File: config.mk
export PLATFORM = sky130hd
export DESIGN_NAME = path_sel
export DESIGN_NICKNAME = d
export VERILOG_FILES = /design/src/design/tpu_types_pkg.sv /design/src/design/path_sel.sv
export SDC_FILE = /design/constraint.sdc
export NUM_CORES = 1
export LEC_CHECK = 0
export BUFFER_PORTS_ARGS = -buffer_cell sky130_fd_sc_hd__buf_2
export CAP_MARGIN = 20
export CORE_AREA = 2 2 242 244
export DETAILED_ROUTE_END_ITERATION = 16
export DIE_AREA = 0 0 244 246
export SLEW_MARGIN = 20
export SYNTH_ARGS = -nofsm -noshare
export SYNTH_HDL_FRONTEND = slang
export SYNTH_SLANG_ARGS = --single-unit
File: constraint.sdc
create_clock -name vclk -period 1.1
set_input_delay 0 -clock vclk [all_inputs]
set_output_delay 0 -clock vclk [all_outputs]
set_load 0.005 [all_outputs]
File: src/design/tpu_types_pkg.sv
////////////////////
// Lane datapath types
////////////////////

package tpu_types_pkg;

	typedef logic [31:0] data_t;		// One lane word
	typedef logic [2:0]  reg_idx_t;		// Register number inside a lane
	typedef logic [1:0]  lane_idx_t;	// Lane number, also the rotation amount
	typedef logic [4:0]  path_t;		// Path select, see layout below

	localparam int NUM_REGS = 8;		// Registers per lane

	// Path select layout
	//   bit 4     take the value from a rotated lane
	//   bits 3:0  rotation, low lane_idx_t bits count
	//   bits 1:0  local choice when bit 4 is clear
	localparam int PATH_ROT_BIT = 4;

	localparam logic [1:0] PATH_SCALAR = 2'd0;	// Scalar, or ALU result on write-back
	localparam logic [1:0] PATH_SRC1   = 2'd1;	// Local source 1
	localparam logic [1:0] PATH_SRC2   = 2'd2;	// Local source 2, code 3 too

endpackage

File: src/design/path_sel.sv
////////////////////
// Operand and write-back path select
////////////////////

module path_sel #(
	parameter int NUM_LANES = 4,
	parameter int LANE_ID   = 0
)(
	input  tpu_types_pkg::path_t  src_path,
	input  tpu_types_pkg::path_t  wb_path,
	input  tpu_types_pkg::data_t  scalar,
	input  tpu_types_pkg::data_t  src1_data,
	input  tpu_types_pkg::data_t  src2_data,
	input  tpu_types_pkg::data_t [NUM_LANES-1:0] lane_src1,
	input  tpu_types_pkg::data_t [NUM_LANES-1:0] lane_src2,
	input  tpu_types_pkg::data_t [NUM_LANES-1:0] lane_result,
	input  tpu_types_pkg::data_t  alu_result,
	output tpu_types_pkg::data_t  opnd_a,
	output tpu_types_pkg::data_t  opnd_b,
	output tpu_types_pkg::data_t  wb_data
);
	import tpu_types_pkg::*;

	localparam int ROT_W = $bits(lane_idx_t);

	lane_idx_t src_rot;
	lane_idx_t wb_rot;
	lane_idx_t src_lane;
	lane_idx_t wb_lane;
	data_t     local_a;
	data_t     local_wb;

	// Neighbour lane is (own lane + rotation) mod lane count
	assign src_rot  = src_path[ROT_W-1:0];
	assign wb_rot   = wb_path[ROT_W-1:0];
	assign src_lane = lane_idx_t'((LANE_ID + int'(src_rot)) % NUM_LANES);
	assign wb_lane  = lane_idx_t'((LANE_ID + int'(wb_rot)) % NUM_LANES);

	// Local choice drives operand A, operand B keeps source 2
	always_comb begin
		case (src_path[1:0])
			PATH_SCALAR: local_a = scalar;
			PATH_SRC1:   local_a = src1_data;
			default:     local_a = src2_data;
		endcase
	end

	always_comb begin
		case (wb_path[1:0])
			PATH_SCALAR: local_wb = alu_result;	// Code 0 is the ALU on write-back
			PATH_SRC1:   local_wb = src1_data;
			default:     local_wb = src2_data;
		endcase
	end

	assign opnd_a  = src_path[PATH_ROT_BIT] ? lane_src1[src_lane] : local_a;
	assign opnd_b  = src_path[PATH_ROT_BIT] ? lane_src2[src_lane] : src2_data;
	assign wb_data = wb_path[PATH_ROT_BIT] ? lane_result[wb_lane] : local_wb;

endmodule

==> Word level (Yosys, flattened, before mapping) <==
Cells that the tools add are included.
W data, S select, Z words.
{ "op_classes": {"reduce_logical": 2, "n_mux": 11, "order_cmp": 2, "eq_ne": 2} }
{ "op_table": {"columns": ["operator", "n"], "rows": [
  ["$bmux W32 S2", 3],
  ["$mux W32", 6],
  ["$pmux W32 S2", 2],
  ["$lt A2 B3 Y1 const B", 2],
  ["$eq A2 B1 Y1 const B", 2],
  ["$logic_not A2 Y1", 2]
]} }
{ "totals": {"register_bits": 0} }

==> Logic depth before layout (Yosys ltp) <==
{ "depth": {"ltp_word": 3, "depth_mapped": 5, "depth_no_buf": 3} }

==> Least setup slack after synthesis <==
OpenSTA, ideal clock, no wires.
{ "synth_path": {"path_type": "input port to output port", "startpoint": "input src_path[4]", "endpoint": "output opnd_a[0]", "cell_stages": 5, "t_arrival_ns": 0.791, "setup_slack_ns": 0.309, "n_path_buf": 3, "cell_sequence": "buf_4 or2_1 buf_1 buf_2 o221ai_1"} }
{ "synth_between": {"elab_chain_cells": 1} }
{ "synth_lines": {"columns": ["item", "line_no", "text"], "rows": [
  ["start, declared", "path_sel.sv:9", "input tpu_types_pkg::path_t src_path,"],
  ["$mux W32", "path_sel.sv:56", "assign opnd_a = src_path[PATH_ROT_BIT] ? lane_src1[src_lane] : local_a;"],
  ["end, declared", "path_sel.sv:18", "output tpu_types_pkg::data_t opnd_a,"]
]} }
Every way passes these cells.

==> Final worst setup path <==
{ "layout_path": {"startpoint": "input src_path[4]", "endpoint": "output opnd_a[7]"} }
Same word-level chain as after synthesis.

==> flow_summary.json <==
{
  "coreArea_mm2": 0.0574,
  "hp-class": "in2out",
  "clock_buffers": 0,
  "wl_um": 41900,
  "synth_nets": 1113,
  "fin_area_mm2": 0.0105,
  "viasPerCell": 3.96,
  "slew_headroom": 0.752,
  "yosysWarnings": 0,
  "netlist-cell-type-count": 15,
  "pin_count": 618,
  "path_max_fanout": 37,
  "hold_violations": 0,
  "nets": 1785,
  "vias": 8041,
  "yosysMostFrequentCell": "mux2i_1",
  "drt-initial-drc-count": 409,
  "synth_area_per_cell_um2": 8.62,
  "antenna_left": 0,
  "netlist_area_mm2": 0.00509,
  "place_area_mm2": 0.00974,
  "power.density_mw_per_mm2": 420,
  "hpwl_um": 33500,
  "setup_ws_ps": 12.2,
  "wire_per_inst_um": 20.6,
  "grt_pass1_vias": 8242,
  "leakagePower_nw": 5.50,
  "cp-end-kind": "output pin",
  "finalPower_mw": 4.41,
  "hold_buffers": 0,
  "firstDrtPassIters": 5,
  "setup_tns_ps": 0,
  "setup_viol": 0,
  "drcViolationCount": 0,
  "utilization": 0.183,
  "slew_violations": 0,
  "place_congestion": 0.893,
  "synth_area_leaders": "mux2i_1 50%, o221ai_1 12%, a21o_1 9.4%",
  "seq_cell_count": 0,
  "fin_crit_ps": 1090,
  "layout-drive-gt1-share": 0.637,
  "worstSetupPathType": "in2out",
  "antenna_found_initial": 9,
  "initial_core_util": 0.0888,
  "io_buffers": 614,
  "yosys.area.top_type": "mux2i_1",
  "area_delta_synth_final_pct": 106,
  "row_count": 88,
  "synth_top_area_share": 0.503,
  "cp.required_ps": 1100,
  "grt_pass1_wl_um": 54200,
  "drv_cap": 0,
  "cp.arrival_ps": 1090,
  "status": "finished, final reports clean",
  "die_area_mm2": 0.0600,
  "cp-start-kind": "primary input",
  "seq_area_um2": 0,
  "synth_common_cells": "256 x mux2i_1, 70 x o221ai_1, 64 x a21o_1, 64 x o21ai_0, 34 x nand2b_1",
  "grt_use_total": 0.124,
  "postSynthCellCount": 591,
  "overflow": 0,
  "die_h_um": 246,
  "dp_slack_ps": -489,
  "yosysSeqAreaShare": 0,
  "vdd_drop_max_mv": 0.151,
  "rsz0062_at_grt": "yes",
  "die_width_um": 244,
  "tightest_slew_ps": 362,
  "fillers": 6498,
  "period_share": 0.989,
  "grt_max_degree": 38,
  "fmax_ghz": 0.919
}
[area by class of cell]
cell class | count | area (µm²) | area share
Timing Repair Buffer | 744 | 4690 | 0.447
Antenna cell | 6 | 15.0 | 0.00143
Multi-Input combinational cell | 517 | 4830 | 0.460
Tap cell | 765 | 957 | 0.0912
[routing by layer]
metal | up-vias | part of all wire | global-route usage
met4 | 6 | 0.039 | 0.0429
met5 | - | 0.00098 | 0
met3 | 75 | 0.077 | 0.0178
li1 | 3759 | - | -
met1 | 3679 | 0.39 | 0.147
met2 | 522 | 0.49 | 0.227
[report_power, final]
group,internal [mW],switching (mW)
clock network,0.000000730,0
registers,0,0
logic,2.33,2.08
total,2.33,2.08
[path summary, 6_finish.rpt]
| kind | from | endpoint | slack (ps) | depth (start not counted) |
|---|---|---|---|---|
| worst max-delay path | src_path[4] | opnd_a[7] | 10 | 7 |
| worst min-delay path | src2_data[20] | opnd_b[20] | 320 | 4 |
[per-stage QoR]
stage	hold slack, ps	instances
after floorplan	105	591
after global placement	322	2006
after detailed placement	320	2006
after CTS	324	2017
after global routing	363	2032
final	321	2032
[cells by family (layout without fill, tap and decap cells)]
group | count (synthesis) | count (layout) | synth area share
AOI/OAI and AO/OA | 224 | 224 | 0.354
buffers and inverters | 74 | 744 | 0.0980
muxes | 256 | 256 | 0.503
other | 0 | 6 | 0
and+or+nand+nor | 37 | 37 | 0.0449
[critical path, cell delays in order]
cell and delay (ps):
buf_4 140, buf_12 180, buf_12 170, o21ai_0 140, a21o_1 110, o221ai_1 150
buf_2 170
[cells in the final DEF, fill, tap and decap left out]
cell	netlist	final
buf_2	22	607
mux2i_1	256	241
buf_4	11	78
a21o_1	64	64
o221ai_1	70	59
o21ai_0	64	56
o221ai_2	26	33
nand2b_1	34	32
buf_6	18	23
buf_12	1	18
mux2i_2	0	11
buf_16	0	11
diode_2	0	6
o21ai_1	0	6
o221ai_4	0	4
mux2i_4	0	4
clkbuf_16	0	4
buf_8	0	3
nand2b_4	0	2
or2_4	0	2
o21ai_2	0	2
nand2_2	0	1
[repair_timing]
item / CTS / global route
endpoints found under the setup margin: 61 / 71
pin swaps: 1 / 14
cloned: 6 / 4
resized for setup: 39 / 54
setup buffers: 5 / 5
Power figures use the tool's default switching activity.
