File: src/design/tpu_types_pkg.sv
////////////////////
// Lane datapath types
////////////////////

package tpu_types_pkg;

	typedef logic [31:0] data_t;		// One lane word
	typedef logic [2:0]  reg_idx_t;		// Register number inside a lane
	typedef logic [1:0]  lane_idx_t;	// Lane number, also the rotation amount
	typedef logic [4:0]  path_t;		// Path select, see layout below

	localparam int NUM_REGS = 8;		// Registers per lane

	// Path select layout
	//   bit 4     take the value from a rotated lane
	//   bits 3:0  rotation, low lane_idx_t bits count
	//   bits 1:0  local choice when bit 4 is clear
	localparam int PATH_ROT_BIT = 4;

	localparam logic [1:0] PATH_SCALAR = 2'd0;	// Scalar, or ALU result on write-back
	localparam logic [1:0] PATH_SRC1   = 2'd1;	// Local source 1
	localparam logic [1:0] PATH_SRC2   = 2'd2;	// Local source 2, code 3 too

endpackage

File: src/design/tpu_isa_pkg.sv
////////////////////
// Instruction set and register map
////////////////////

package tpu_isa_pkg;

	typedef enum logic [2:0] {
		OP_ADD  = 3'd0,
		OP_SUB  = 3'd1,
		OP_MUL  = 3'd2,
		OP_AND  = 3'd3,
		OP_XOR  = 3'd4,
		OP_PASS = 3'd5
	} opcode_e;

	// Command word as written to ADDR_CMD
	typedef struct packed {
		logic [2:0]           rsvd_31;	// 31:29
		tpu_types_pkg::path_t wb_path;	// 28:24
		logic [2:0]           rsvd_23;	// 23:21
		tpu_types_pkg::path_t src_path;	// 20:16
		logic                 rsvd_15;
		tpu_types_pkg::reg_idx_t src2;	// 14:12
		logic                 rsvd_11;
		tpu_types_pkg::reg_idx_t src1;	// 10:8
		logic                 rsvd_7;
		tpu_types_pkg::reg_idx_t dst;	// 6:4
		logic                 rsvd_3;
		opcode_e              opcode;	// 2:0
	} instr_t;

	typedef logic [11:0] axi_addr_t;	// Byte address on the AXI4-Lite port
	typedef logic [1:0]  axi_resp_t;

	localparam axi_resp_t RESP_OKAY   = 2'b00;
	localparam axi_resp_t RESP_SLVERR = 2'b10;

	localparam axi_addr_t ADDR_REG_BASE = 12'h000;	// (lane*8+reg)*4 from here
	localparam axi_addr_t ADDR_CMD      = 12'h100;
	localparam axi_addr_t ADDR_SCALAR   = 12'h104;
	localparam axi_addr_t ADDR_STATUS   = 12'h108;	// Bit 0 is busy

endpackage

File: src/design/issue_ctrl.sv
////////////////////
// Instruction issue FSM
////////////////////

module issue_ctrl (
	input  logic                     clock,
	input  logic                     rst_n,
	input  logic                     cmd_valid,
	input  tpu_isa_pkg::instr_t      cmd_word,
	output logic                     busy,
	output logic                     rd_en,
	output tpu_types_pkg::reg_idx_t  src1_reg,
	output tpu_types_pkg::reg_idx_t  src2_reg,
	output logic                     ex_en,
	output tpu_isa_pkg::opcode_e     opcode,
	output tpu_types_pkg::path_t     src_path,
	output tpu_types_pkg::path_t     wb_path,
	output logic                     wb_en,
	output tpu_types_pkg::reg_idx_t  dst_reg
);
	import tpu_isa_pkg::*;

	typedef enum logic [1:0] {
		IDLE,
		READ,
		EXEC,
		WB
	} state_e;

	state_e state;
	state_e state_nxt;
	instr_t instr_q;

	always_comb begin
		state_nxt = state;
		case (state)
			IDLE: if (cmd_valid) state_nxt = READ;
			READ: state_nxt = EXEC;
			EXEC: state_nxt = WB;
			WB:   state_nxt = IDLE;
			default: state_nxt = IDLE;
		endcase
	end

	always_ff @(posedge clock) begin
		if (!rst_n) begin
			state <= IDLE;
		end else begin
			state <= state_nxt;
		end
	end

	// Fields stay put for the whole instruction
	always_ff @(posedge clock) begin
		if (state == IDLE && cmd_valid) begin
			instr_q <= cmd_word;
		end
	end

	assign busy  = (state != IDLE);
	assign rd_en = (state == READ);		// Stage 1
	assign ex_en = (state == EXEC);		// Stage 2
	assign wb_en = (state == WB);		// Stage 3

	assign src1_reg = instr_q.src1;
	assign src2_reg = instr_q.src2;
	assign opcode   = instr_q.opcode;
	assign src_path = instr_q.src_path;
	assign wb_path  = instr_q.wb_path;
	assign dst_reg  = instr_q.dst;

endmodule

File: config.mk
export PLATFORM = sky130hd
export DESIGN_NAME = issue_ctrl
export DESIGN_NICKNAME = d
export VERILOG_FILES = /design/src/design/tpu_types_pkg.sv /design/src/design/tpu_isa_pkg.sv /design/src/design/issue_ctrl.sv
export SDC_FILE = /design/constraint.sdc
export NUM_CORES = 1
export LEC_CHECK = 0
export BUFFER_PORTS_ARGS = -buffer_cell sky130_fd_sc_hd__buf_2
export CAP_MARGIN = 40
export CORE_MARGIN = 4
export CORE_UTILIZATION = 30
export CTS_CLUSTER_DIAMETER = 40
export DETAILED_ROUTE_END_ITERATION = 12
export SETUP_SLACK_MARGIN = 0.1
export SLEW_MARGIN = 20
export SYNTH_ARGS = -nofsm -noshare
export SYNTH_HDL_FRONTEND = slang
export SYNTH_SLANG_ARGS = --single-unit
File: constraint.sdc
create_clock -name clock -period 1.39 [get_ports clock]
set_input_delay 0.139 -clock clock [delete_from_list [all_inputs] [get_ports clock]]
set_output_delay 0.139 -clock clock [all_outputs]
set_load 0.005 [all_outputs]
Yosys cells after proc, flatten, opt, wreduce, memory -nomap -nowiden

Cells that the tools add are included.
W data, S select, Z words.

Output and inout bits: 26
Flip-flop bits (word level): 24
Input port bits: 35
Word-level logic and storage cells: 16

Mux-type cells: 2
Reductions and logical operators: 3
Eq/ne operators: 4

Operators with widths:

| cell                 | count |
|---|---|
| $pmux W2 S4          | 1 |
| $eq A2 B2 Y1 const B | 2 |
| $eq A2 B1 Y1 const B | 1 |
| $logic_not A2 Y1     | 1 |
| $mux W2              | 1 |
| $ne A2 B2 Y1 const B | 1 |
| $reduce_bool A2 Y1   | 1 |
| $logic_and A1 B1 Y1  | 1 |

Longest topological paths before layout

Depth after elaboration: 2
Gate-level depth with buffers: 5
Mapped depth without buffers: 5

Worst setup path after synthesis

Ideal clock, no wire load.

Path type: flip-flop to flip-flop
Start point: reg state[0]
End point: reg instr_q, in the netlist dst_reg[0] (enable)
Library setup time: 0.352 ns
Stages on the path, launching flop included: 4
Required time: 1.038 ns
Path slack: 0.009 ns
Path buffers: 0
Arrival time: 1.030 ns
Period minus slack after synthesis: 1.381 ns
Cell sequence: dfxtp_1 -> inv_1 -> ha_1 -> and2_2

Cells in the longest elaborated chain, start to end: 2

Ends and longest elaborated chain:

| what                   | RTL line         | source |
|---|---|---|
| start, declared        | issue_ctrl.sv:30 | `state_e state;` |
| start signal, assigned | issue_ctrl.sv:49 | `state <= state_nxt;` |
| $logic_not A2 Y1       | issue_ctrl.sv:55 | `if (state == IDLE && cmd_valid) begin` |
| $logic_and A1 B1 Y1    | issue_ctrl.sv:55 |  |
| end signal, assigned   | issue_ctrl.sv:56 | `instr_q <= cmd_word;` |
| end, declared          | issue_ctrl.sv:32 | `instr_t instr_q;` |

Every way passes these cells.
A chain may end at the register's enable or synchronous reset.

Worst setup path after layout

Start point: reg state[0]
End point: out busy

Cells in the longest elaborated chain, start to end: 1

Ends and longest elaborated chain:

| what               | RTL line         | source |
|---|---|---|
| $reduce_bool A2 Y1 | issue_ctrl.sv:60 | `assign busy = (state != IDLE);` |
| end, declared      | issue_ctrl.sv:10 | `output logic busy,` |

Every way passes these cells.

==> results_dict.tcl <==
set metrics [dict create \
    min_path_type "in -> reg" \
    cts_max_path_buffers 2 \
    finalClockSkew_ns 0.009183 \
    timing.final.setup_violations 0 \
    fin_setup_tns_ns 0 \
    timing.setup.critical_path_class "reg -> out" \
    diodes 0 \
    fmax_mhz 796.6 \
    grt_util_all_layers_pct 10.80 \
    worst_setup_path_start_kind "flop" \
    drt-pass1-iter-count 4 \
    tritoncts_clock_tree "done" \
    tritoncts.num_buffers 3 \
    start_util_pct 32.31 \
    port_buffers 50 \
    critical-path-slowest-cell "dfxtp_2" \
    setup_repair_after_global_routing_missed_its_margin "true" \
    place.gp.congestion 0.6449 \
    vdd_ir_drop_max_mv 0.7975 \
    post_synth_inst_count 39 \
    worstPathMaxFanout 3 \
    cap_viol_max_count 0 \
    detailedRoute.firstIterationViolations 22 \
    first_pass_grt_wire_length_mm 2.766 \
    placed_cells_incl_taps 120 \
    wirelength_mm 1.934 \
    globalRoute.totalOverflow 0 \
    cts.sink_count 24 \
    design.die.area_um2 3671 \
    final-max-slew-violation-count 0 \
    die_width_um 60.59 \
    vias_per_cell 4.081 \
    synth_seq_area_share_pct 84.46 \
    post-route-min-period_ns 1.255 \
    slew_headroom_pct 81.30 \
    synthDistinctLibCells 11 \
    rows 18 \
    synthesized_netlist_net_count 79 \
    grt_max_degree 23 \
    power.density_nw_per_um2 1457 \
    timing.critical_path.required_ns 1.25 \
    mapped_area_um2 829.5 \
    status "complete, no violations" \
    post-route-period-util_pct 90.31 \
    synth_warnings 0 \
    path_cells "inv_4 > ha_4 > buf_6 > inv_2 > buf_2" \
    first_global_vias 613 \
    path_clk_slew_ns 0.11 \
    final_net_count 159 \
    areaGrowthSynthToFinish_pct 69.83 \
    routedWlPerCell_um 13.07 \
    critPathMaxStageDelay_ns 0.38 \
    clock_latency_ns 0.30 \
    mostFrequentLayoutCells "buf_2, edfxtp_1, dlygate4sd3_1" \
    mostFrequentLayoutCell "buf_2" \
    place_area_um2 1126 \
    clock-root-buffer "clkbuf_4" \
    fin_cells 148 \
    antenna_violations_before_repair 0 \
    fp.dieH_um 60.59 \
    power.leakage_nw 0.6334 \
    post_route_cells_drive_above_1_share_pct 55.93 \
    design.core.area_um2 2567 \
    postSynthRegisterBits 24 \
    worstMarginPinSlew_ns 0.2804 \
    final_design_area_no_fill_um2 1409 \
    cp_top_family "flip-flops" \
    ant_nets 0 \
    route.vias.total 604 \
    cp.arrival_ns 1.12 \
    drc_viols 0 \
    boundaryPins 61 \
    finalHoldViolCount 0 \
    cp_num_buf_inv 4 \
    htree_num_levels 1 \
    syn_area_per_cell_um2 21.27 \
    critical_path.endpoint_type "output port" \
]
## logic make-up (layout without fill, tap and decap cells)
kind of cell,after synthesis,in the layout,synth area share (%)
flops,24,24,84.46
fa+ha+maj,5,5,7.541
compound gates,1,1,1.207
buf+inv,3,82,1.357
mux,1,1,1.207
simple gates,5,5,4.223
## metal layers
layer	vias up	wire (µm)	GRT usage, %
met3	2	260	2.340
met5	-	0	0
met2	35	961	19.39
li1	298	-	-
met1	269	698	11.47
met4	0	14	6.502
## where the power goes
group	total, W	internal (W)	switching (W)	leakage (nW)
logic	0.000705	0.000369	0.000336	0.393
registers	0.00105	0.000997	0.0000500	0.225
clock network	0.000300	0.000112	0.000188	0.0150
total	0.00205	0.00148	0.000574	0.633
## Yosys cell counts, drive strengths merged
cell type / number / area share, %
nand2b: 1 / 1.7
dfxtp: 2 / 4.8
mux2i: 1 / 1.2
nor2b: 1 / 0.75
o211a: 1 / 1.2
nand2: 1 / 0.45
ha: 5 / 7.5
edfxtp: 22 / 80
inv: 3 / 1.4
and2: 1 / 0.91
nor2: 1 / 0.45
## path summary, 6_finish.rpt
| kind | startpoint | endpoint | slack [ns] | cells after the start |
|---|---|---|---|---|
| setup reg to reg | state[1] | wb_path[4] | 0.19 | 3 |
| setup / recovery | state[0] | busy | 0.13 | 5 |
| hold / removal | cmd_word[1] | opcode[1] | 0.02 | 1 |
| hold reg to reg | state[1] | state[1] | 0.66 | 3 |
## layout make-up
| type | instances | area, µm² |
|---|---|---|
| fill | 230 | 1159 |
| sequential | 24 | 703.2 |
| timing repair buffer | 75 | 494.2 |
| multi-input combinational | 12 | 133.9 |
| tap | 30 | 37.54 |
| clock buffer | 4 | 26.28 |
| inverter | 3 | 13.76 |
## stage by stage
stage	utilization, %	worst slack [ns]	power (W)	hold WS [ns]
final	54.87	0.1347	0.002052	0.01595
after global routing	54.87	0.07258	0.002203	0.004211
after CTS	52.83	0.1119	0.002040	0.001018
after detailed placement	43.86	0.1025	0.001607	0.3177
after global placement	43.86	0.1156	0.001589	0.3160
after floorplan	-	0.1363	0.001327	0.2379
## timing repair
item / CTS / global route
pin swaps: 0 / 1
cloned: 0 / 0
buffers inserted: 2 / 1
gates resized for setup: 7 / 3
endpoints found under the setup margin: 24 / 4
hold buffers: 17 / 4
endpoints found under the hold margin: 17 / 4
(Power assumes the default switching activity.)
