### config.mk
export PLATFORM = sky130hd
export DESIGN_NAME = axil_lane_port
export DESIGN_NICKNAME = d
export VERILOG_FILES = /design/src/design/tpu_types_pkg.sv /design/src/design/tpu_isa_pkg.sv /design/src/design/axil_lane_port.sv
export SDC_FILE = /design/constraint.sdc
export NUM_CORES = 1
export LEC_CHECK = 0
export BUFFER_PORTS_ARGS = -buffer_cell sky130_fd_sc_hd__buf_2
export CORE_AREA = 4 4 132 134
export DETAILED_ROUTE_END_ITERATION = 6
export DIE_AREA = 0 0 136 138
export GPL_TIMING_DRIVEN = 0
export PLACE_DENSITY = 0.7
export SKIP_LAST_GASP = 1
export SLEW_MARGIN = 10
export SYNTH_ARGS = -nofsm -noshare
export SYNTH_HDL_FRONTEND = slang
export SYNTH_SLANG_ARGS = --single-unit
### constraint.sdc
create_clock -name clock -period 2.7 [get_ports clock]
set_clock_uncertainty 0.2 [all_clocks]
set_input_delay 0.54 -clock clock [delete_from_list [all_inputs] [get_ports clock]]
set_output_delay 0.54 -clock clock [all_outputs]
set_load 0.01 [all_outputs]
### src/design/tpu_types_pkg.sv
////////////////////
// Lane datapath types
////////////////////

package tpu_types_pkg;

	typedef logic [31:0] data_t;		// One lane word
	typedef logic [2:0]  reg_idx_t;		// Register number inside a lane
	typedef logic [1:0]  lane_idx_t;	// Lane number, also the rotation amount
	typedef logic [4:0]  path_t;		// Path select, see layout below

	localparam int NUM_REGS = 8;		// Registers per lane

	// Path select layout
	//   bit 4     take the value from a rotated lane
	//   bits 3:0  rotation, low lane_idx_t bits count
	//   bits 1:0  local choice when bit 4 is clear
	localparam int PATH_ROT_BIT = 4;

	localparam logic [1:0] PATH_SCALAR = 2'd0;	// Scalar, or ALU result on write-back
	localparam logic [1:0] PATH_SRC1   = 2'd1;	// Local source 1
	localparam logic [1:0] PATH_SRC2   = 2'd2;	// Local source 2, code 3 too

endpackage

### src/design/tpu_isa_pkg.sv
////////////////////
// Instruction set and register map
////////////////////

package tpu_isa_pkg;

	typedef enum logic [2:0] {
		OP_ADD  = 3'd0,
		OP_SUB  = 3'd1,
		OP_MUL  = 3'd2,
		OP_AND  = 3'd3,
		OP_XOR  = 3'd4,
		OP_PASS = 3'd5
	} opcode_e;

	// Command word as written to ADDR_CMD
	typedef struct packed {
		logic [2:0]           rsvd_31;	// 31:29
		tpu_types_pkg::path_t wb_path;	// 28:24
		logic [2:0]           rsvd_23;	// 23:21
		tpu_types_pkg::path_t src_path;	// 20:16
		logic                 rsvd_15;
		tpu_types_pkg::reg_idx_t src2;	// 14:12
		logic                 rsvd_11;
		tpu_types_pkg::reg_idx_t src1;	// 10:8
		logic                 rsvd_7;
		tpu_types_pkg::reg_idx_t dst;	// 6:4
		logic                 rsvd_3;
		opcode_e              opcode;	// 2:0
	} instr_t;

	typedef logic [11:0] axi_addr_t;	// Byte address on the AXI4-Lite port
	typedef logic [1:0]  axi_resp_t;

	localparam axi_resp_t RESP_OKAY   = 2'b00;
	localparam axi_resp_t RESP_SLVERR = 2'b10;

	localparam axi_addr_t ADDR_REG_BASE = 12'h000;	// (lane*8+reg)*4 from here
	localparam axi_addr_t ADDR_CMD      = 12'h100;
	localparam axi_addr_t ADDR_SCALAR   = 12'h104;
	localparam axi_addr_t ADDR_STATUS   = 12'h108;	// Bit 0 is busy

endpackage

### src/design/axil_lane_port.sv
////////////////////
// AXI4-Lite host port
////////////////////

module axil_lane_port #(
	parameter int NUM_LANES = 4
)(
	input  logic                      clock,
	input  logic                      rst_n,
	input  logic                      awvalid,
	output logic                      awready,
	input  tpu_isa_pkg::axi_addr_t    awaddr,
	input  logic                      wvalid,
	output logic                      wready,
	input  tpu_types_pkg::data_t      wdata,
	output logic                      bvalid,
	input  logic                      bready,
	output tpu_isa_pkg::axi_resp_t    bresp,
	input  logic                      arvalid,
	output logic                      arready,
	input  tpu_isa_pkg::axi_addr_t    araddr,
	output logic                      rvalid,
	input  logic                      rready,
	output tpu_types_pkg::data_t      rdata,
	output tpu_isa_pkg::axi_resp_t    rresp,
	input  logic                      busy,
	output logic                      cmd_valid,
	output tpu_isa_pkg::instr_t       cmd_word,
	output logic                      host_we,
	output tpu_types_pkg::lane_idx_t  host_lane,
	output tpu_types_pkg::reg_idx_t   host_reg,
	output tpu_types_pkg::data_t      host_wdata,
	output tpu_types_pkg::lane_idx_t  rd_lane,
	output tpu_types_pkg::reg_idx_t   rd_reg,
	input  tpu_types_pkg::data_t [NUM_LANES-1:0] host_rdata,
	output tpu_types_pkg::data_t      scalar
);
	import tpu_types_pkg::*;
	import tpu_isa_pkg::*;

	function automatic logic in_reg_window(input axi_addr_t addr);
		return ((addr - ADDR_REG_BASE) < axi_addr_t'(NUM_LANES * 32)) && (addr[1:0] == 2'b00);
	endfunction

	axi_addr_t wr_off;
	axi_addr_t rd_off;
	logic      wr_hit_reg;
	logic      wr_hit_cmd;
	logic      wr_hit_scalar;
	logic      wr_hit_status;
	logic      wr_mapped;
	logic      wr_go;
	logic      rd_go;
	logic      rd_err;
	data_t     rd_word;
	data_t     cmd_q;

	////////////////////
	// Write channel
	////////////////////

	assign wr_off        = awaddr - ADDR_REG_BASE;
	assign wr_hit_reg    = in_reg_window(awaddr);
	assign wr_hit_cmd    = (awaddr == ADDR_CMD);
	assign wr_hit_scalar = (awaddr == ADDR_SCALAR);
	assign wr_hit_status = (awaddr == ADDR_STATUS);	// Read only, write ignored
	assign wr_mapped     = wr_hit_reg || wr_hit_cmd || wr_hit_scalar || wr_hit_status;

	// AW and W taken together, command held off while busy
	assign wr_go   = awvalid && wvalid && !bvalid && !(wr_hit_cmd && busy);
	assign awready = wr_go;
	assign wready  = wr_go;

	assign cmd_valid  = wr_go && wr_hit_cmd;
	assign cmd_word   = instr_t'(wdata);
	assign host_we    = wr_go && wr_hit_reg;
	assign host_lane  = wr_off[6:5];	// Lane above the 8 word slots
	assign host_reg   = wr_off[4:2];
	assign host_wdata = wdata;

	always_ff @(posedge clock) begin
		if (!rst_n) begin
			bvalid <= 1'b0;
			scalar <= '0;
			cmd_q  <= '0;
		end else begin
			if (wr_go) begin
				bvalid <= 1'b1;
			end else if (bready) begin
				bvalid <= 1'b0;
			end
			if (wr_go && wr_hit_scalar) begin
				scalar <= wdata;	// Broadcast to every lane
			end
			if (cmd_valid) begin
				cmd_q <= wdata;		// Last issued command, readable
			end
		end
	end

	always_ff @(posedge clock) begin
		if (wr_go) begin
			bresp <= wr_mapped ? RESP_OKAY : RESP_SLVERR;
		end
	end

	////////////////////
	// Read channel
	////////////////////

	assign arready = !rvalid;		// One response in flight
	assign rd_go   = arvalid && arready;
	assign rd_off  = araddr - ADDR_REG_BASE;
	assign rd_lane = rd_off[6:5];
	assign rd_reg  = rd_off[4:2];

	always_comb begin
		rd_word = '0;
		rd_err  = 1'b0;
		if (in_reg_window(araddr)) begin
			rd_word = host_rdata[rd_lane];
		end else if (araddr == ADDR_CMD) begin
			rd_word = cmd_q;
		end else if (araddr == ADDR_SCALAR) begin
			rd_word = scalar;
		end else if (araddr == ADDR_STATUS) begin
			rd_word = data_t'(busy);
		end else begin
			rd_err = 1'b1;		// Unmapped, data stays 0
		end
	end

	always_ff @(posedge clock) begin
		if (!rst_n) begin
			rvalid <= 1'b0;
		end else if (rd_go) begin
			rvalid <= 1'b1;
		end else if (rready) begin
			rvalid <= 1'b0;
		end
	end

	always_ff @(posedge clock) begin
		if (rd_go) begin
			rdata <= rd_word;
			rresp <= rd_err ? RESP_SLVERR : RESP_OKAY;
		end
	end

endmodule

# Yosys cells after proc, flatten, opt, wreduce, memory -nomap -nowiden
# Cells that the tools add are included.
# W data, S select, Z words.
dict set report classes {
  n_lt_le_gt_ge 3
  eq_ne 6
  mux 16
  n_reduce_logical 20
}
# cell count
set ops {}
lappend ops {{$mux W32} 4}
lappend ops {{$eq A12 B9 Y1 const B} 6}
lappend ops {{$bmux W32 S2} 1}
lappend ops {{$lt A12 B8 Y1 const B} 2}
lappend ops {{$logic_and A1 B1 Y1} 10}
lappend ops {{$mux W1} 9}
lappend ops {{$logic_not A2 Y1} 2}
lappend ops {{$mux W2} 2}
lappend ops {{$reduce_bool A2 Y1} 2}
lappend ops {{$logic_not A1 Y1} 3}
lappend ops {{$logic_or A1 B1 Y1} 3}
lappend ops {{$lt A2 B3 Y1 const B} 1}
dict set report word_totals {
  register_bits 102
  in_bits 192
  output_inout_bits 149
  word_cells 52
}

# Logic depth before layout (Yosys ltp)
dict set report depth {
  ltp_word 6
  ltp_mapped 6
  mapped_depth_nobuf 4
}

# Least setup slack after synthesis
# OpenSTA, ideal clock, no wires.
dict set report synth_path {
  path_type {input port to output port}
  start {input port awaddr[5]}
  end {output port cmd_valid}
  arrival_ns 2.021
  required_ns 1.960
  setup_slack_ns -0.061
  path_stages 6
  path_buffers 2
  cell_sequence {or3_4 -> or4_1 -> or3_1 -> buf_6 -> buf_12 -> inv_1}
}
dict set report synth_via {
  elab_chain_len 5
}
# item line
set synth_rtl {}
lappend synth_rtl {{from (decl)} axil_lane_port.sv:12} ;# input tpu_isa_pkg::axi_addr_t awaddr,
lappend synth_rtl {{$eq A12 B9 Y1 *} axil_lane_port.sv:64} ;# assign wr_hit_cmd = (awaddr == ADDR_CMD);
lappend synth_rtl {{$logic_and A1 B1 Y1} axil_lane_port.sv:70} ;# assign wr_go = awvalid && wvalid && !bvalid && !(wr_hit_cmd && busy);
lappend synth_rtl {{$logic_not A1 Y1} axil_lane_port.sv:70}
lappend synth_rtl {{$logic_and A1 B1 Y1} axil_lane_port.sv:70}
lappend synth_rtl {{$logic_and A1 B1 Y1 *} axil_lane_port.sv:74} ;# assign cmd_valid = wr_go && wr_hit_cmd;
lappend synth_rtl {{to (decl)} axil_lane_port.sv:27} ;# output logic cmd_valid,
# Every way passes the cells marked *; elsewhere a longest branch is shown, timed or not.

# Worst setup path after layout
# Same ends and word-level chain as after synthesis.

==> metrics.yaml <==
fillerInstances: 1553
io_pins: 341
start_util: 0.350
finalHoldViolCount: 0
dr_wl_met2_um: 9820
ant_nets: 0
power.density_mw_per_mm2: 439
core-area_sq_mm: 0.0163
synthArstFlopShare: 0
cts_hold_buf: 0
io_buffers: 334
max_freq_ghz: 0.357
rsz0062_at_grt: "true"
met1_length_um: 7820
startpoint_type: "input pin"
wl_met3_um: 1470
routabilityCongestion: 0.808
hold_class: "input pin to flip-flop"
min_period_ns: 2.80
synth.distinct_cells: 32
viasPerCell: 4.65
grt_pass1_wl_um: 28800
fin_hold_ws_ns: 0.223
power_leakage_nw: 4.29
maxSlewHeadroom: 0.388
synth_area_sq_mm: 0.00570
fp.dieW_um: 136
clock_latency_ns: 0.35
htree_levels: 3
end_kind: "primary output"
failed_checks: "negative setup slack"
synth_edf_count: 34
path_clk_slew_ns: 0.07
rows: 47
die_h_um: 138
cts_sinks: 100
syn_avg_cell_area_sq_um: 10.6
antenna_found_initial: 1
highest_layer: "met4"
synthCells: 540
numCtsBuffers: 9
final_cell_mix: "buf_2 (335), nand2_1 (102), mux2i_1 (95), buf_4 (82), dfxtp_1 (66)"
drt-initial-drc-count: 142
setup_ws_ns: -0.105
yosysSeqAreaShare: 0.411
arrival_ns: 2.06
status: "finished, violations left"
grt-ovfl-total: 0
yosys_register_bits: 100
utilization: 0.494
fp.dieArea_sq_mm: 0.0188
crit_required_ns: 1.96
maxCapViolCount: 0
hpwl_um: 15300
yosysWarnings: 0
cts_root_buf: "clkbuf_16"
drc: 0
crit_type: "input pin to primary output"
grt_util_all_layers: 0.200
grt_start_max_net_pins: 23
vias: 5193
cts_buffer_depth: 2
worstMarginPinSlew_ns: 0.918
nets: 1083
drive_above_1_share: 0.537
synth_flop_cell: "dfxtp_1"
worst-path-max-fanout: 2
routedWlPerCell_um: 17.5
drv_slew: 0
syn_to_final_growth_pct: 41.1
mostFrequentLayoutCell: "buf_2"
cts_tree: "yes"
drtPass1Iterations: 4
setup_viol: 3
fin_crit_sh: 1.04
wl_um: 19500
vdd_drop_max_uv: 267
grt_pass1_vias: 5328
## registers in the layout (all words and copies together), names as in the netlist
name and cells:
cmd_q 32, bresp 1, rvalid 1, rdata 32
bvalid 1, scalar 32, rresp 1
## cell type report
| class | count | area, sq um | area share |
|---|---|---|---|
| diodes | 1 | 2.50 | 0.000311 |
| plain buffers | 113 | 757 | 0.0942 |
| clock buffers | 10 | 250 | 0.0311 |
| clock inverters | 6 | 43.8 | 0.00545 |
| inverters | 35 | 131 | 0.0163 |
| multi-input cells | 291 | 2470 | 0.307 |
| flip-flops and latches | 100 | 2340 | 0.291 |
| well taps | 220 | 275 | 0.0342 |
| repair buffers | 341 | 1770 | 0.220 |
## cell families after synthesis
logic type             count (synthesis)  share of synthesized area
buffers and inverters                150                      0.161
AOI/OAI and AO/OA                     39                     0.0446
muxes                                127                      0.293
other                                  1                   0.000658
DFF                                  100                      0.411
and+or+nand+nor                      123                     0.0898
## layer usage
metal	GRT usage	up-vias
met4	0.0663	0
met2	0.363	227
met3	0.0327	23
met5	0	-
li1	-	2510
met1	0.238	2433
## per-stage QoR
step	TNS (ns)	power, mW	setup WS [ns]	cells	area [sq um]
2_1_floorplan	-0.0364	1.96	-0.0364	541	5700
3_3_place_gp	-41.30	2.26	-1.20	1095	7650
3_5_place_dp	-2.50	2.27	-0.354	1096	7680
4_1_cts	-0.279	3.58	-0.187	1115	8040
5_1_grt	-0.279	3.69	-0.138	1117	8040
6_report	-0.213	3.53	-0.105	1117	8040
## where the power goes
part | leakage, nW | total [mW] | switching (mW) | internal, mW
Clock | 0.144 | 1.29 | 0.602 | 0.687
Combinational | 3.28 | 0.650 | 0.302 | 0.348
Sequential | 0.863 | 1.59 | 0.00808 | 1.58
## Yosys cell counts (2+ instances only)
cell type / n / area [sq um]
buf_1: 2 / 7.51
buf_4: 77 / 578
nor4_1: 2 / 12.5
buf_2: 6 / 30.0
or4_1: 2 / 15.0
clkbuf_1: 26 / 97.6
inv_1: 35 / 131
dfxtp_1: 66 / 1320
nor3_1: 3 / 15.0
mux4_2: 32 / 721
edfxtp_1: 34 / 1020
buf_12: 3 / 60.1
nand2_1: 102 / 383
nor2_1: 3 / 11.3
nor2b_1: 5 / 31.3
o22ai_1: 32 / 200
mux2i_1: 95 / 951
## critical path, cell delays in order
cell   delay [ns]
buf_6        0.10
or3_4        0.38
or4_4        0.50
or3_4        0.39
inv_2        0.07
buf_6        0.09
## timing repair
item	4_1_cts	5_1_grt
pin swaps	3	4
endpoints found under the setup margin	3	4
gates resized for setup	11	0
buffers inserted	4	2
## final timing paths
kind | start | to | slack, ns | cells past startpoint
max reg2reg | bvalid$_SDFFE_PN0P_ | scalar[19]$_SDFFE_PN0P_ | 0.44 | 6
min reg2reg | cmd_q[9]$_SDFFE_PN0P_ | cmd_q[9]$_SDFFE_PN0P_ | 0.26 | 2
min | arvalid | rvalid$_SDFFE_PN0P_ | 0.22 | 2
max | awaddr[5] | cmd_valid | -0.10 | 6
No activity file was read; power rests on OpenSTA's default activity.
