**src/design/tpu_types_pkg.sv**
```systemverilog
////////////////////
// Lane datapath types
////////////////////

package tpu_types_pkg;

	typedef logic [31:0] data_t;		// One lane word
	typedef logic [2:0]  reg_idx_t;		// Register number inside a lane
	typedef logic [1:0]  lane_idx_t;	// Lane number, also the rotation amount
	typedef logic [4:0]  path_t;		// Path select, see layout below

	localparam int NUM_REGS = 8;		// Registers per lane

	// Path select layout
	//   bit 4     take the value from a rotated lane
	//   bits 3:0  rotation, low lane_idx_t bits count
	//   bits 1:0  local choice when bit 4 is clear
	localparam int PATH_ROT_BIT = 4;

	localparam logic [1:0] PATH_SCALAR = 2'd0;	// Scalar, or ALU result on write-back
	localparam logic [1:0] PATH_SRC1   = 2'd1;	// Local source 1
	localparam logic [1:0] PATH_SRC2   = 2'd2;	// Local source 2, code 3 too

endpackage

```
**src/design/lane_regfile.sv**
```systemverilog
////////////////////
// Lane register file
////////////////////

module lane_regfile (
	input  logic                     clock,
	input  logic                     rst_n,
	input  logic                     rd_en,
	input  tpu_types_pkg::reg_idx_t  src1_reg,
	input  tpu_types_pkg::reg_idx_t  src2_reg,
	output tpu_types_pkg::data_t     src1_data,
	output tpu_types_pkg::data_t     src2_data,
	input  logic                     wb_en,
	input  tpu_types_pkg::reg_idx_t  dst_reg,
	input  tpu_types_pkg::data_t     wb_data,
	input  logic                     host_we,
	input  tpu_types_pkg::reg_idx_t  host_reg,
	input  tpu_types_pkg::data_t     host_wdata,
	input  tpu_types_pkg::reg_idx_t  rd_reg,
	output tpu_types_pkg::data_t     host_rdata
);
	import tpu_types_pkg::*;

	data_t regs [NUM_REGS];

	always_ff @(posedge clock) begin
		if (!rst_n) begin
			for (int i = 0; i < NUM_REGS; i++) begin
				regs[i] <= '0;
			end
		end else begin
			if (host_we) begin
				regs[host_reg] <= host_wdata;
			end
			if (wb_en) begin
				regs[dst_reg] <= wb_data;	// Pipeline wins a clash
			end
		end
	end

	// Stage 1 operand registers, also seen by the other lanes
	always_ff @(posedge clock) begin
		if (rd_en) begin
			src1_data <= regs[src1_reg];
			src2_data <= regs[src2_reg];
		end
	end

	assign host_rdata = regs[rd_reg];

endmodule

```
**config.mk**
```make
export PLATFORM = sky130hd
export DESIGN_NAME = lane_regfile
export DESIGN_NICKNAME = d
export VERILOG_FILES = /design/src/design/tpu_types_pkg.sv /design/src/design/lane_regfile.sv
export SDC_FILE = /design/constraint.sdc
export NUM_CORES = 1
export LEC_CHECK = 0
export ABC_CLOCK_PERIOD_IN_PS = 4900
export BUFFER_PORTS_ARGS = -buffer_cell sky130_fd_sc_hd__buf_2
export CAP_MARGIN = 25
export CORE_MARGIN = 4
export CORE_UTILIZATION = 55
export DETAILED_ROUTE_END_ITERATION = 10
export PLACE_DENSITY = 0.73
export SETUP_SLACK_MARGIN = 0.2
export SKIP_CTS_REPAIR_TIMING = 1
export SLEW_MARGIN = 20
export SYNTH_ARGS = -nofsm -noshare
export SYNTH_HDL_FRONTEND = slang
export SYNTH_SLANG_ARGS = --single-unit
```
**constraint.sdc**
```tcl
create_clock -name clock -period 4.9 [get_ports clock]
set_clock_uncertainty 0.2 [all_clocks]
set_input_delay 1.225 -clock clock [delete_from_list [all_inputs] [get_ports clock]]
set_output_delay 1.225 -clock clock [all_outputs]
set_load 0.01 [all_outputs]
```
After elaboration in Yosys (flattened, before gate mapping)
Memories as Yosys holds them, arrays and structs flattened. A register that Yosys moved wholly into a read port is not among the register bits.
Cells that the tools add are included.

word-level totals
  register bits = 0
  bits in writable memories = 256
  memories = 1
  input port bits = 84
  word-level logic and storage cells = 16
  output and inout bits = 96

operators by class
  reduce and logical (&&, ||, !) cells = 2
  muxes and demuxes = 13

memory list
  name  words  width  read ports  clocked after memory_dff  wr ports  RTL line            text
  regs  8      32     3           2                         8         lane_regfile.sv:24  data_t regs [NUM_REGS];

operator list
  cell               count
  $mux W32           2
  $reduce_or A32 Y1  2
  $mux W1            9
  $mux W3            2

Longest topological paths before layout
Gate-level depths: netlist (run 1).

  word-level depth = 5
  gate-level depth with buffers = 6
  depth with buffers taken out = 3

Worst setup path after synthesis (run 1)
No wires, ideal clock.

  path kind = input to register
  start point = in host_reg[1]
  end point = mem regs[0][0] (netlist name) (enable)
  setup slack = 637 ps
  stages = 4
  required time = 4269 ps
  library setup time = 431 ps
  buffers on the path = 2
  arrival time = 3632 ps
  path through = or3b_2 > buf_2 > buf_2 > o211ai_1

RTL lines
  item             RTL line            text
  start, declared  lane_regfile.sv:17  input tpu_types_pkg::reg_idx_t host_reg,
  end, declared    lane_regfile.sv:24

Worst setup path in the final report (run 1)
  start point = in rd_reg[0]
  end point = out host_rdata[21]

between the ends
  word-level cells in the longest chain between the ends = 1

RTL lines
  item             RTL line            text
  start, declared  lane_regfile.sv:19  input tpu_types_pkg::reg_idx_t rd_reg,
  $mem_v2 Z8 W32   n/a
  end, declared    lane_regfile.sv:20  output tpu_types_pkg::data_t host_rdata

Every way passes these cells.

==> results of run 1 <==
-- metal layers --
| layer | track usage, % | wire length (um) | vias up |
|---|---|---|---|
| li1 | - | - | 5579 |
| met3 | 5.742 | 6651 | 123 |
| met1 | 41.13 | 21980 | 6931 |
| met4 | 7.877 | 1511 | 8 |
| met2 | 49.21 | 28600 | 903 |
| met5 | 0 | 57 | - |
-- critical path: cells and delay by family --
family,cells,cell delay [ns]
mux,2,0.86
buf+inv,3,0.57
-- how the worst min path moves through the flow --
stage                            from  slack, ns       endpoint  depth (start not counted)
after floorplan            regs[6][0]       0.57   src1_data[0]                          2
after global placement    regs[6][28]       0.59  src1_data[28]                          2
after detailed placement   regs[4][3]       0.59   src2_data[3]                          2
after CTS                  regs[4][3]       0.61   src2_data[3]                          2
after global routing      regs[4][28]       0.65  src2_data[28]                          2
final                      regs[0][3]       0.61   src2_data[3]                          2
-- state kept, by name, indices dropped and copies added, names as in the netlist --
name,count
regs,256
src1_data,32
src2_data,32
-- through the flow --
step,util (%),instances,cell area (sq um),hold WS [ns]
2_1_floorplan,-,1334,19980,0.5703
3_3_place_gp,60.28,1895,21540,0.5942
3_5_place_dp,60.32,1896,21560,0.5934
4_1_cts,63.44,1962,22680,0.6094
5_1_grt,63.45,1963,22680,0.6461
6_report,63.46,1964,22680,0.6100
-- area by class of cell --
type,count,area [sq um]
clock buffer,51,1021
inverter,1,3.754
fill,2672,13060
timing repair buffer,224,1391
tap,461,576.8
sequential,320,9609
multi-input combinational,890,9978
clock inverter,15,95.09
antenna,2,5.005
-- cells by family after synthesis --
kind of cell	count (synthesis)	synth area share, %
AOI/OAI and AO/OA	8	0.3382
and+or+nand+nor	338	7.322
buffers and inverters	124	2.750
DFF	320	48.10
muxes	544	41.49
-- power groups by stage --
stage	clock, mW	combinational (mW)	sequential, mW
2_1_floorplan	0	0.726	3.46
3_3_place_gp	0	1.16	3.46
3_5_place_dp	0	1.17	3.48
4_1_cts	2.63	1.18	3.42
5_1_grt	2.75	1.24	3.45
6_report	2.61	1.18	3.43
-- Yosys cell counts --
cell,instances,share of area (%)
o211ai_1,2,0.075
buf_2,54,1.4
mux4_2,192,22
inv_1,1,0.019
mux2_2,352,20
nand2_1,1,0.019
buf_4,4,0.15
nand2b_1,4,0.13
o221ai_1,6,0.26
nand3b_1,35,1.3
clkbuf_1,55,1.0
edfxtp_1,320,48
buf_1,9,0.17
nor2_1,263,4.9
nand3_1,33,0.83
clkbuf_2,1,0.025
or3b_2,1,0.044
nand3_2,1,0.050
-- placed cells by master (no fill, tap or decap) --
master     synthesis  routed
nand3_2            1       2
buf_4              4      38
mux4_2           192     192
nand3_1           33      32
or3b_2             1       1
inv_1              1       1
nand2b_2           0       2
diode_2            0       2
buf_12             0      11
mux2_2           352     352
o221ai_4           0       6
clkbuf_16          0      39
nor2_4             0       6
clkbuf_1          55      12
o211ai_1           2       2
edfxtp_1         320     320
clkinv_1           0       7
nand3b_1          35      35
nand2_1            1       1
clkinv_2           0       6
bufinv_16          0       1
nand2b_1           4       2
nor2_1           263     257
buf_2             54     174
inv_6              0       1
buf_8              0       1
==> metrics, run 1 <==
Achievable Freq=0.2425 GHz; Seq pwr share=47.5%; distinct cell type count after synthesis=18; final critical-path required period=4.124 ns; DR iter-0 viols=1545; Internal=5.375 mW; Syn Nets=1418; Die Span X=198.6 um; outcome=complete, no violations; Die Height=198.6 um; WS Path Type=in -> out; CTS buffer count=37; period utilization=84.16%; Clock Latency Late Sink=0.52 ns; first-pass GRT wire length=87110 um; grt ovf=0; initial antenna violation count=5; crit path from=rd_reg[0]; Rows=69; synthesized cell area=19980 sq um; Pre-antenna DRT Iters=6; GPL Wtd Cong=0.8648; Synth Warn #=0; Buffers on Ports=179; register area share after synthesis=48.10%; Worst Path Required=3.47 ns; Clock Power Share=36.2%; CTS tree=built; crit-path max cell delay=0.54 ns; pin count of the biggest net entering global routing=73; max-cap viol count=0; clock sinks=320; power density cells=318.0 nW/um^2; final setup margin=0.7764 ns; crit path capture=host_rdata[21]; # IOs=180; DR vias=13540; H-tree levels=2; critical path's slowest cell=mux4_2; Worst Path Arrival=2.70 ns; combinational group share of total power=16.3%; worst slew pin tran=1.057 ns; Initial Utilization=55.89%; Root Driver=clkbuf_16; Area growth syn-to-layout=13.54%; cell breakdown of the critical path=buf_4 > buf_12 > mux4_2 > mux2_2 > buf_2; number of remaining DRC errors=0; synthesized instance count=1334; full die area=39430 sq um; Pwr Total=7.213 mW; Syn Area/Cell=14.98 sq um; Clock Tree Buf Depth=3; layout cells sized above 1=55.43%; nets@finish=1558; DR vias/cell=6.896; pre-CTS setup slack=0.7728 ns; final WL=58800 um; vias in the first global route=13590; VDD IR-drop max=0.0002690 V; switching share of total power=25.49%; post-route ant nets=0; Max FO, Critical Path=32; Routed WL per cell=29.94 um; hpwl dp=35130 um; switching pwr=1.839 mW; Reg2Reg Depth=2; Final Hold Fails=0; RSZ-0062 raised after global routing=no; R2R Setup Slk=3.18 ns; Global Route Usage Sum=29.74%; max_slew headroom=29.56%; setup_tns=0 ns; reg-to-reg endpoint=src1_data[22]; Lkg Pwr=8.083 nW; final setup vio count=0; Core Region=35740 sq um; Worst setup SP type=primary input; critical path endpoint category=output port; Slew Viols, Final=0; hold crit path type=reg -> reg; Worst R2R Start=regs[4][22]; Worst-path clk slew=0.06 ns; synthesized flop and latch total=320
(Power assumes the default switching activity.)
==> run 2, diff against run 1 <==
--- a/config.mk
+++ b/config.mk
@@ -5,13 +5,13 @@
 export SDC_FILE = /design/constraint.sdc
 export NUM_CORES = 1
 export LEC_CHECK = 0
-export ABC_CLOCK_PERIOD_IN_PS = 4900
+export ABC_CLOCK_PERIOD_IN_PS = 3600
 export BUFFER_PORTS_ARGS = -buffer_cell sky130_fd_sc_hd__buf_2
 export CAP_MARGIN = 25
 export CORE_MARGIN = 4
 export CORE_UTILIZATION = 55
 export DETAILED_ROUTE_END_ITERATION = 10
-export PLACE_DENSITY = 0.73
+export PLACE_DENSITY = 0.76
 export SETUP_SLACK_MARGIN = 0.2
 export SKIP_CTS_REPAIR_TIMING = 1
 export SLEW_MARGIN = 20
==> constraint.sdc (replaced) <==
create_clock -name clock -period 3.6 [get_ports clock]
set_clock_uncertainty 0.2 [all_clocks]
set_input_delay 0.9 -clock clock [delete_from_list [all_inputs] [get_ports clock]]
set_output_delay 0.9 -clock clock [all_outputs]
set_load 0.01 [all_outputs]
==> metrics, run 2 (same netlist as run 1, synthesis figures left out) <==
outcome=complete, no violations; final setup vio count=0 (unchanged); Worst Path Required=2.50 ns (-0.97 ns); Pre-antenna DRT Iters=5 (-1); pin count of the biggest net entering global routing=73 (unchanged); Worst-path clk slew=0.06 ns (about the same); Clock Tree Buf Depth=3 (unchanged); most frequent cells in the layout=352 x mux2_2, 320 x edfxtp_1, 257 x nor2_1, 192 x mux4_2, 174 x buf_2; RSZ-0062 raised after global routing=no; largest registers=regs: 256 flops, src1_data: 32 flops, src2_data: 32 flops; Rows=69 (unchanged); final critical-path required period=3.375 ns; R2R Setup Slk=1.91 ns (-1.27 ns); final WL=58220 um (-0.99%); number of flip-flops in the largest register=256 (unchanged); number of remaining DRC errors=0 (unchanged); Root Driver=clkbuf_16; Buffers on Ports=179 (unchanged); max_slew headroom=32.15% (+2.6 points); Die Span X=198.6 um (unchanged); layout cells sized above 1=56.48% (+1.0 points); DR vias=13660 (+0.83%); first-pass GRT wire length=86530 um (-0.67%); CTS buffer count=37 (unchanged); hold crit path type=in -> reg; Die Height=198.6 um (unchanged); # IOs=180 (unchanged); final setup margin=0.2254 ns (-0.5510 ns); Initial Utilization=55.89% (unchanged); pre-CTS setup slack=0.1262 ns (-0.6466 ns); GPL Wtd Cong=0.8534 (-1.3%); Worst Path Arrival=2.27 ns (-0.43 ns); max-cap viol count=0 (unchanged); power density cells=433.9 nW/um^2 (+36%); Lkg Pwr=8.289 nW (+2.5%); grt ovf=0 (unchanged); setup_tns=0 ns (unchanged); Worst setup SP type=primary input; DR vias/cell=6.870 (-0.38%); Core Region=35740 sq um (unchanged); post-route ant nets=0 (unchanged); clock sinks=320 (unchanged); Max FO, Critical Path=12 (-63%); Pwr Total=10.01 mW (+39%); hpwl dp=36270 um (+3.3%); period utilization=93.74%; Final Hold Fails=0 (unchanged); Placed Cells=1916 (+1.1%); Biggest register=regs; Routed WL per cell=29.28 um (-2.2%); CTS tree=built; H-tree levels=2 (unchanged); nets@finish=1580 (+1.4%); Clock Latency Late Sink=0.53 ns (about the same); critical path endpoint category=output port; WS Path Type=in -> out; VDD IR-drop max=0.0003426 V (+27%); Achievable Freq=0.2963 GHz; vias in the first global route=13840 (+1.8%); DR iter-0 viols=1745 (+13%); Global Route Usage Sum=29.23% (-0.52 points); Final Util=64.58% (+1.1 points); worst slew pin tran=1.018 ns (-0.03880 ns); initial antenna violation count=5 (unchanged); Non-Filler Instances=1988 (+1.2%); most common cell after layout, fill and taps aside=mux2_2; Slew Viols, Final=0 (unchanged); full die area=39430 sq um (unchanged); Area growth syn-to-layout=15.54%
-- run 2: cell count changes in the layout (fill, tap and decap cells not counted), sizes merged --
cell / delta
buf: +20
clkbuf: -5
diode: +4
bufinv: +2
clkinv: +2
clkinvlp: +1
-- run 2: per-layer routing --
layer / GRT usage [%] / vias up / share of wire [%] / wire (um)
met3: 5.759 / 106 / 11 / 6201
met1: 40.85 / 7016 / 38 / 22200
li1: - / 5626 / - / -
met2: 47.73 / 907 / 49 / 28460
met4: 7.852 / 2 / 2.3 / 1347
met5: 0 / - / 0.019 / 11
-- run 2: worst paths after layout --
| path | start | end | cells after the start |
|---|---|---|---|
| worst max-delay path | rd_reg[0] | host_rdata[21] | 5 |
| worst min register to register | regs[0][8] | src1_data[8] | 2 |
| worst min-delay path | wb_data[15] | regs[6][15] | 2 |
| worst max register to register | regs[4][0] | src1_data[0] | 2 |
-- run 2: area by class of cell --
cell class | count | area [sq um]
antenna | 6 | 15.01
tap | 461 | 576.8
fill | 2610 | 12660
clock inverter | 20 | 176.4
timing repair buffer | 246 | 1724
inverter | 1 | 3.754
clock buffer | 44 | 994.7
multi-input combinational | 890 | 9981
sequential | 320 | 9609
-- run 2: report_power, final --
group          switching [mW]  total (mW)  internal (mW)
Sequential              0.206        4.67           4.47
Clock                    1.52        3.70           2.18
Combinational           0.807        1.64          0.829
-- run 2: worst max-delay path, cell delays in order --
cell    delay [ns]
buf_12        0.17
buf_12        0.20
mux4_2        0.52
mux2_2        0.32
buf_2         0.15
-- run 2: through the flow --
step | hold WS, ns | instance area, sq um
final | 0.5795 | 23080
after CTS | 0.5570 | 22990
after detailed placement | 0.6029 | 21820
after global routing | 0.5855 | 23070
after floorplan | 0.5703 | 20000
after global placement | 0.6011 | 21820
